--- src/source/bp_pkg.sv ---
package bp_pkg;

   // fetch address width, fixed so the structs below have fixed widths
   localparam int PC_W = 32;

   // byte offset bits of one 4-byte instruction
   localparam int SLOT_B = 2;

   // 2-bit saturating branch counter
   // upper bit set means predict taken
   typedef enum logic [1:0] {
      STRONG_NT = 2'b00,
      WEAK_NT   = 2'b01,
      WEAK_T    = 2'b10,
      STRONG_T  = 2'b11
   } ctr_t;

   // resolved branch coming back from execute
   typedef struct packed {
      // single-cycle update strobe
      logic            valid;
      // PC of the resolved branch
      logic [PC_W-1:0] pc;
      // actual outcome
      logic            taken;
      // actual target, only meaningful when taken
      logic [PC_W-1:0] target;
   } bp_update_t;

   // lookup request for one slot of the fetch group
   typedef struct packed {
      // slot at or after the fetch PC inside its group
      logic            valid;
      // instruction address of this slot
      logic [PC_W-1:0] pc;
   } bp_slot_t;

   // one bank's answer for its slot
   typedef struct packed {
      // follows the slot valid
      logic            valid;
      // counter upper bit
      logic            taken;
      // BTB entry for the slot index
      logic [PC_W-1:0] target;
   } bp_pred_t;

endpackage

--- src/source/fetch_redirect.sv ---
`timescale 1ns/1ps

module fetch_redirect
   import bp_pkg::*;
#(
   parameter int FETCHW = 4
) (
   // current fetch address
   input  logic [PC_W-1:0]           pc_i,
   // per-slot bank answers
   input  bp_pred_t                  pred_i [FETCHW],
   // address of the next fetch group
   output logic [PC_W-1:0]           next_pc_o,
   // some slot redirects fetch
   output logic                      taken_o,
   // which slot redirects
   output logic [$clog2(FETCHW)-1:0] taken_slot_o
);

   localparam int WORD_W = $clog2(FETCHW);
   localparam int GRP_B  = WORD_W + SLOT_B;

   // start of the current group
   logic [PC_W-1:0] group_base;
   // fall-through address, start of the following group
   logic [PC_W-1:0] seq_pc;
   // a valid taken slot was found further down the scan
   logic            hit;

   assign group_base = {pc_i[PC_W-1:GRP_B], {GRP_B{1'b0}}};
   // FETCHW words of 4 bytes per group
   assign seq_pc     = group_base + (PC_W'(FETCHW) << SLOT_B);

   // lowest-numbered taken slot wins
   // later slots are never reached in program order
   always_comb begin
      hit          = 1'b0;
      next_pc_o    = seq_pc;
      taken_slot_o = '0;
      for (int k = 0; k < FETCHW; k++) begin
         // invalid slots lie before the fetch PC
         if (!hit && pred_i[k].valid && pred_i[k].taken) begin
            hit          = 1'b1;
            next_pc_o    = pred_i[k].target;
            taken_slot_o = WORD_W'(k);
         end
      end
   end

   // redirect flag
   // slot index already held at zero when nothing hits
   assign taken_o = hit;

endmodule

--- config.mk ---
export PLATFORM = sky130hd
export DESIGN_NAME = fetch_redirect
export DESIGN_NICKNAME = d
export VERILOG_FILES = /design/src/source/bp_pkg.sv /design/src/source/fetch_redirect.sv
export SDC_FILE = /design/constraint.sdc
export NUM_CORES = 1
export LEC_CHECK = 0
export BUFFER_PORTS_ARGS = -buffer_cell sky130_fd_sc_hd__buf_2
export CELL_PAD_IN_SITES_DETAIL_PLACEMENT = 1
export CELL_PAD_IN_SITES_GLOBAL_PLACEMENT = 1
export CORE_ASPECT_RATIO = 2
export CORE_MARGIN = 2
export CORE_UTILIZATION = 21
export DETAILED_ROUTE_END_ITERATION = 8
export GPL_ROUTABILITY_DRIVEN = 0
export PLACE_DENSITY_LB_ADDON = 0.05
export SLEW_MARGIN = 10
export SYNTH_ARGS = -nofsm -noshare
export SYNTH_HDL_FRONTEND = slang
export SYNTH_SLANG_ARGS = --single-unit
--- constraint.sdc ---
create_clock -name vclk -period 3.06
set_input_delay 0.612 -clock vclk [all_inputs]
set_output_delay 0.612 -clock vclk [all_outputs]
set_load 0.03 [all_outputs]
==> metrics.csv <==
metric,value,unit
Avg Synthesized Cell Area,6.200,sq um
ANT nets after route,0,
"critical path, cell by cell",buf_2 > nand4_4 > or4_4 > nor3_1 > xnor2_1 > o221ai_1 > buf_2,
crit-path leading delay family,simple AND/OR/NAND/NOR gates,
post-synth top area share,11.69,%
final setup violating endpoints,0,
Critical path buffers and inverters,2,
routed length per instance,19.73,um
Reg power frac,0,%
CP Launch Type,input pin,
# rows,47,
Final Instance Area,3079,sq um
DR iter-0 viols,88,
clock buf count,0,
Int Power,0.2321,mW
register area share after synthesis,0,%
status,"finished, final reports clean",
Initial Util,21.68,%
Port Buffers,199,
most area-hungry cell type in the Yosys netlist,o21ai_0,
Post-route DRC,0,
nets,663,
Vias,3197,
core area,8292,sq um
fraction of final layout cells sized beyond drive strength 1,49.19,%
Antenna diodes,0,
Static Leak,1.432,nW
"commonest cells after routing, fill and taps aside","buf_2 (196), o21ai_0 (42), nand2_1 (36)",
DRT Pass-1 Iters,4,
VDD IR-drop max,71.40,uV
Most Frequent Cell on Critical Path,buf_2,
"Slew Viols, Final",0,
Hold Crit Class,input pin to output port,
sw power,0.3546,mW
Least-Margin Pin Slew,426.1,ps
cells after synthesis,290,
"Cell Area, Placed",3023,sq um
Critical Path RT,2450,ps
crit share post-route,97.68,%
Worst Setup End Kind,output port,
via count of the first global-routing pass,3509,
CP max-delay cell,or4_4,
Worst path max stage delay,640,ps
YS warnings,0,
Worst Hold Depth,4,
die outline width,69.43,um
FFs & Latches,0,
post-synthesis cell type count,40,
fillers,1176,
Hold EP,next_pc_o[30],
CP Class,input pin to output port,
initial antenna violation count,0,
max_cap viols,0,
hold_ws,1552,ps
switching share of power,60.44,%
Synth area leaders,"o21ai_0 (12%), xnor2_1 (8.8%), nand2_1 (7.5%)",
fmax,334.5,MHz
Hold Crit Start,pred_i[132],
PwrDens,190.5,nW/um^2
die area,9363,sq um
total grt overflow,0,
Sequential Area,0,sq um
first-pass GRT wire length,17960,um
vias per inst,5.419,
GRT Total Usage,23.81,%
Place WS,13.57,ps
"commonest non-fill, non-tap cell in the layout",buf_2,
worst endpoint data arrival time,2380,ps
Slew headroom,71.39,%
Clk pwr share,0,%
post-synth net total,459,
Pwr Total,0.5867,mW
final setup margin,70.88,ps
Die Span Y,134.9,um
CP Max Fanout,7,
post-layout minimum cycle time,2989,ps
placed wire-length estimate,9897,um
Final Hold Fails,0,
combinational power share,100.0,%
final wirelength,11640,um
# IOs,203,
largest net degree at the start of global routing,25,
mapped cell area,1798,sq um
layout overhead on the synthesized area,71.26,%
[worst max-delay path by stage]
stage               cells after the start  slack (ps)       endpoint      from
floorplan                               6         150  next_pc_o[24]   pc_i[4]
global placement                        7          40  next_pc_o[27]  pc_i[20]
detailed placement                      7          10  next_pc_o[27]  pc_i[20]
CTS                                     7          10  next_pc_o[27]  pc_i[20]
global route                            9          -1  next_pc_o[30]   pc_i[4]
finish                                  7          70  next_pc_o[28]  pc_i[12]
[power by group through the flow]
stage / Sequential, mW / Combinational, mW / Clock (mW)
floorplan: 0 / 0.313 / 0
global placement: 0 / 0.573 / 0
detailed placement: 0 / 0.581 / 0
CTS: 0 / 0.584 / 0
global route: 0 / 0.634 / 0
finish: 0 / 0.587 / 0
[stage by stage]
stage	setup TNS, ps	util (%)	cells
floorplan	0	-	290
global placement	0	36.46	590
detailed placement	0	36.46	590
CTS	0	36.46	590
global route	-1.134	37.14	590
finish	0	37.14	590
[final cells by class]
cell class	instances	area, sq um	share of cell area [%]
multi-input cells	262	1732	56.24
repair buffers	226	1210	39.29
inverters	4	15.01	0.4876
well taps	98	122.6	3.982
[per-layer routing]
metal	part of all wire, %	global-route usage (%)
met1	35	24.58
met4	3.8	7.298
met5	0	0
met2	56	48.77
met3	5.2	2.164
[what timing repair did]
item | in CTS | in global routing
setup endpoints to repair | 0 | 4
hold buffers | 0 | 0
setup buffers | 0 | 0
hold endpoints to repair | 0 | 0
gates resized for setup | 0 | 13
[cell families after synthesis]
kind of cell / Yosys count / synth area share [%]
buffers and inverters: 28 / 6.263
AOI/OAI and AO/OA: 129 / 49.83
adders and majority gates: 1 / 0.6958
and+or+nand+nor: 108 / 31.52
xor gates and xnor gates: 24 / 11.69
[cells in the mapped netlist (all sizes together) (4+ instances only)]
cell / count
a221o: 12
a21oi: 13
nor2: 25
nor3: 7
xor2: 6
a22oi: 12
a31oi: 4
inv: 4
xnor2: 18
o22ai: 8
o221ai: 13
nor4: 8
nand2: 36
clkbuf: 22
a221oi: 4
nand4: 5
o21ai: 42
a211oi: 4
nand3: 16
Power figures use the tool's default switching activity.
