==> src/source/bp_pkg.sv <==
package bp_pkg;

   // fetch address width, fixed so the structs below have fixed widths
   localparam int PC_W = 32;

   // byte offset bits of one 4-byte instruction
   localparam int SLOT_B = 2;

   // 2-bit saturating branch counter
   // upper bit set means predict taken
   typedef enum logic [1:0] {
      STRONG_NT = 2'b00,
      WEAK_NT   = 2'b01,
      WEAK_T    = 2'b10,
      STRONG_T  = 2'b11
   } ctr_t;

   // resolved branch coming back from execute
   typedef struct packed {
      // single-cycle update strobe
      logic            valid;
      // PC of the resolved branch
      logic [PC_W-1:0] pc;
      // actual outcome
      logic            taken;
      // actual target, only meaningful when taken
      logic [PC_W-1:0] target;
   } bp_update_t;

   // lookup request for one slot of the fetch group
   typedef struct packed {
      // slot at or after the fetch PC inside its group
      logic            valid;
      // instruction address of this slot
      logic [PC_W-1:0] pc;
   } bp_slot_t;

   // one bank's answer for its slot
   typedef struct packed {
      // follows the slot valid
      logic            valid;
      // counter upper bit
      logic            taken;
      // BTB entry for the slot index
      logic [PC_W-1:0] target;
   } bp_pred_t;

endpackage

==> src/source/bp_bank.sv <==
`timescale 1ns/1ps

module bp_bank
   import bp_pkg::*;
#(
   parameter int BTBW   = 6,
   parameter int FETCHW = 4
) (
   input  logic       clk,
   input  logic       rst_n,
   // lookup request for this slot
   input  bp_slot_t   slot_i,
   // update steered to this bank
   input  bp_update_t upd_i,
   // prediction for this slot
   output bp_pred_t   pred_o
);

   // number of table entries
   localparam int DEPTH = 1 << BTBW;
   // index starts above the whole group offset
   localparam int GRP_B = $clog2(FETCHW) + SLOT_B;

   // direction table
   ctr_t            ctr_q [DEPTH];
   // branch target buffer, untagged
   logic [PC_W-1:0] tgt_q [DEPTH];

   // lookup and update indexes straight from PC bits
   logic [BTBW-1:0] rd_idx;
   logic [BTBW-1:0] upd_idx;

   // counter at the update index, before and after the step
   ctr_t            ctr_cur;
   ctr_t            ctr_nxt;

   assign rd_idx  = slot_i.pc[GRP_B +: BTBW];
   assign upd_idx = upd_i.pc[GRP_B +: BTBW];

   // one step toward the outcome
   // saturates at both ends
   always_comb begin
      ctr_cur = ctr_q[upd_idx];
      case (ctr_cur)
         STRONG_NT: ctr_nxt = upd_i.taken ? WEAK_NT  : STRONG_NT;
         WEAK_NT:   ctr_nxt = upd_i.taken ? WEAK_T   : STRONG_NT;
         WEAK_T:    ctr_nxt = upd_i.taken ? STRONG_T : WEAK_NT;
         default:   ctr_nxt = upd_i.taken ? STRONG_T : WEAK_T;
      endcase
   end

   // counter write
   always_ff @(posedge clk or negedge rst_n) begin
      if (!rst_n) begin
         // every branch starts strongly not taken
         for (int e = 0; e < DEPTH; e++) begin
            ctr_q[e] <= STRONG_NT;
         end
      end else if (upd_i.valid) begin
         ctr_q[upd_idx] <= ctr_nxt;
      end
   end

   // target write
   always_ff @(posedge clk or negedge rst_n) begin
      if (!rst_n) begin
         for (int e = 0; e < DEPTH; e++) begin
            tgt_q[e] <= '0;
         end
      end else if (upd_i.valid && upd_i.taken) begin
         // not-taken outcome keeps the old target
         tgt_q[upd_idx] <= upd_i.target;
      end
   end

   // combinational read
   // new contents show up the cycle after the write edge
   always_comb begin
      pred_o.valid  = slot_i.valid;
      // upper counter bit is the direction
      pred_o.taken  = ctr_q[rd_idx][1];
      pred_o.target = tgt_q[rd_idx];
   end

endmodule

==> config.mk <==
export PLATFORM = sky130hd
export DESIGN_NAME = bp_bank
export DESIGN_NICKNAME = d
export VERILOG_FILES = /design/src/source/bp_pkg.sv /design/src/source/bp_bank.sv
export SDC_FILE = /design/constraint.sdc
export NUM_CORES = 2
export LEC_CHECK = 0
export CAP_MARGIN = 40
export CORE_ASPECT_RATIO = 1.25
export CORE_UTILIZATION = 60
export CTS_CLUSTER_DIAMETER = 50
export DETAILED_ROUTE_END_ITERATION = 12
export DONT_BUFFER_PORTS = 1
export PLACE_DENSITY = 0.76
export SLEW_MARGIN = 0
export SYNTH_ARGS = -nofsm -noshare
export SYNTH_HDL_FRONTEND = slang
export SYNTH_SLANG_ARGS = --single-unit
export TNS_END_PERCENT = 1
==> constraint.sdc <==
create_clock -name clk -period 5.2 [get_ports clk]
set_clock_uncertainty 0.15 [all_clocks]
set_input_delay 0.26 -clock clk [delete_from_list [all_inputs] [get_ports clk]]
set_output_delay 0.26 -clock clk [all_outputs]
set_load 0.01 [all_outputs]
==> results.md <==
- Max-cap violations: 0
- Via-per-instance ratio: between 6 and 7
- Pin count of the biggest net entering global routing: approximately 530
- Initial antenna violation count: 6
- Synth warnings: 0
- Family with the most delay on the worst path: buffers and inverters
- Routability congestion estimate from global placement: 0.8400
- Outcome: finished, violations left
- Synth-to-Final Area Change: 10.16%
- Count of buffering cells on the critical path with inverters included: 8
- Most frequent cells in the layout: dfrtp_1 (2176), mux2_2 (2046), mux4_2 (694)
- Number of distinct library cells after synthesis: between 50 and 60
- Worst Path Required: ~5900 ps
- Die X: around 370 um
- Max transition margin: -0.6675
- Max Slew Vio Count: ~570
- CTS Sinks: 2176
- Number of filler instances in the final layout: between 10k and 15k
- Mean instance size in the synthesized netlist: roughly 16 sq um
- Number of cell instances on the worst register-to-register path: 7
- Number of gates given a new drive strength after cts: 0
- Mapped Cells: about 6.1k
- CP max FO: between 200 and 250
- Final period demand of the worst path: 4371 ps
- Violations in the final reports: slew limit
- Number of nets produced by synthesis: about 6.2k
- Cell repeated most along the worst path: buf_16
- First-pass iteration count of the detailed router: 5
- Ratio of final minimum period to clock period: 0.8406
- Crit-path max cell delay: approximately 790 ps
- Most instantiated flip-flop cell in the synthesis netlist: dfrtp_1
- Core region area: about 160000 sq um
- Clock slew seen by the registers of the worst setup and hold paths: around 60 ps
- Net count, final: about 6k
- Number of failing hold endpoints at the final stage: 0
- Clock root buffer: clkbuf_16
- Number of enable-type register cells in the synthesized netlist: 0
- Total leakage power: roughly 51 nW
- Post-CTS setup buffer count: 0
- R2R Path End: ctr_q[89]
- Number of remaining DRC errors: 0
- Vert. Die Dim: 456.3 um
- Number of standard-cell rows in the floorplan: between 150 and 200
- Part of the Yosys area used for sequential elements: 0.5496
- Start of the worst register-to-register path: ctr_q[49]
- Achievable clock frequency: 228.8 MHz
- H-tree lvl count: 4
- HPWL after detailed placement: roughly 140000 um
- Final routed wire length divided by cell count: 30.37 um
- Insertion delay to the later sink of the worst-skew pair: between 800 and 900 ps
- Startpoint type of the worst setup path: input pin
- Hold buffer count at cts: 112
- Worst Path Arrival: 5040 ps
- Cell-by-cell trace of the critical path: dlygate4sd3_1 -> buf_16 -> buf_16 -> buf_16 -> buf_16 -> buf_16 -> buf_16 -> buf_16
- Vias in the first global route: 58.51k
- Async set-reset flop share out of synthesis: 1.000
- Critical path class: input pin to async pin
- Final global-route overflow total: 0
- IO Port Bufs: 0
- CTS Buffer Depth: 3
- Synthesized area: roughly 100000 sq um
- Category of the worst setup path capture point: async pin
- Area of the die: approximately 170000 sq um
- Final-report setup violation count: 0
- Power density over the cells: 345.1 nW/um^2
- First DRT Iteration DRCs: 5435
- Antenna Violating Nets Remaining: 0
- Global-route usage over all layers: 0.3143
- Clock tree from TritonCTS: yes
- Count of boundary I/O pins: between 100 and 150
- Slowest stage cell, crit path: buf_16
- Unrepaired setup endpoints after global routing: no
- Register-to-register path setup slack: around 1800 ps
- Hold_ws: around 31 ps
- Number of storage elements in the synthesis netlist: approximately 2.2k
- Global-route wire length before repair: slightly below 400000 um
- Min-delay worst type: input pin to async pin
- CTS Buf Count: just over 200
- Initial core utilization: 0.6046
- Worst IR drop on VDD: roughly 0.34 mV
- Layout cells sized above 1: 0.5411
- Least-Margin Pin Slew: about 2500 ps
- Detailed-route wire length: ~250000 um
- Most common library cell in the layout ignoring fill and taps: dfrtp_1
- DR vias: 55.12k
- Final total negative setup slack: 0 ps
state kept, by name, summed over array words and instances, names as in the netlist:
name and count:
tgt_q 2048, ctr_q 128
through the flow:
stage,util,setup slack (ps),total power [mW],std cells,area (sq um)
after floorplan,-,2035,21.91,6143,99080
after global placement,0.6134,246.9,22.28,7805,100500
after detailed placement,0.6143,72.83,22.53,7813,100700
after CTS,0.6657,211.8,37.84,8307,109100
after global routing,0.6660,222.7,38.94,8310,109100
final,0.6660,828.7,37.67,8312,109100
cells by family (layout without fill, tap and decap cells):
logic type      count (synthesis)  after routing  synth area share
mux                          2776           2776            0.3944
flops                        2176           2176            0.5496
buf+inv                       629            611           0.02687
simple gates                  374            374           0.01682
compound gates                186            186           0.01207
fa+ha+maj                       2              2         0.0002778
other cells                     0              3                 0
routing by layer:
metal  routed length [um]  part of all wire  GRT usage
met1               104000              0.41     0.4462
met3                16420             0.065    0.05361
met4                 8413             0.033     0.1038
met5                    0                 0          0
met2               123600              0.49     0.4983
worst max-delay path by stage:
stage / to / start / cells after the start / slack [ps]
after floorplan: pred_o[32] / slot_i[4] / 6 / 2040
after global placement: tgt_q[1620] / rst_n / 5 / 250
final: tgt_q[1647] / rst_n / 8 / 830
after CTS: tgt_q[1615] / rst_n / 7 / 210
after global routing: tgt_q[1647] / rst_n / 8 / 220
after detailed placement: tgt_q[1614] / rst_n / 5 / 70
worst reg2reg max path, stage by stage (launching register included):
cell and delay (ps):
dfrtp_1 400, mux4_2 480, mux2i_1 370, nor2_1 90
or4b_4 560, a211oi_4 240, maj3_4 730, o21ai_0 230
cell usage after synthesis (all sizes together), types with 2 or more instances:
| library cell | number | area [sq um] |
|---|---|---|
| and2 | 5 | 31.28 |
| nand2b | 4 | 25.02 |
| inv | 3 | 11.26 |
| a2111oi | 2 | 23.77 |
| mux4 | 696 | 15680 |
| and3 | 9 | 56.30 |
| nor2 | 41 | 153.9 |
| nor3 | 2 | 10.01 |
| nor2b | 5 | 31.28 |
| a21oi | 2 | 10.01 |
| nand3b | 16 | 120.1 |
| dfrtp | 2176 | 54450 |
| nor3b | 13 | 97.59 |
| maj3 | 2 | 27.53 |
| a31oi | 3 | 18.77 |
| buf | 288 | 1383 |
| o211ai | 8 | 60.06 |
| a211o | 4 | 35.03 |
| o221ai | 2 | 17.52 |
| a22o | 2 | 17.52 |
| a22oi | 5 | 37.54 |
| mux2 | 2059 | 23190 |
| or3b | 5 | 43.79 |
| mux2i | 21 | 210.2 |
| clkbuf | 338 | 1269 |
| and3b | 6 | 52.55 |
| o21ai | 137 | 794.5 |
| nand3 | 10 | 50.05 |
| a211oi | 8 | 72.57 |
| nand2 | 253 | 949.7 |
| o2111ai | 4 | 35.03 |
| o22ai | 2 | 12.51 |
area by class of cell:
type	count	area, sq um	share of cell area
tap	2184	2733	0.02504
clock inverter	58	588.1	0.005388
timing repair buffer	226	2930	0.02685
multi-input combinational	3338	42280	0.3874
clock buffer	324	6142	0.05627
antenna	3	7.507	0.00006878
sequential	2176	54450	0.4989
inverter	3	11.26	0.0001032
power breakdown:
part | switching (mW) | total [mW] | internal, mW
logic | 1.48 | 3.64 | 2.16
clock network | 6.53 | 15.0 | 8.46
registers | 0.699 | 19.0 | 18.3
Note: power is estimated with default switching activity, not from simulation.
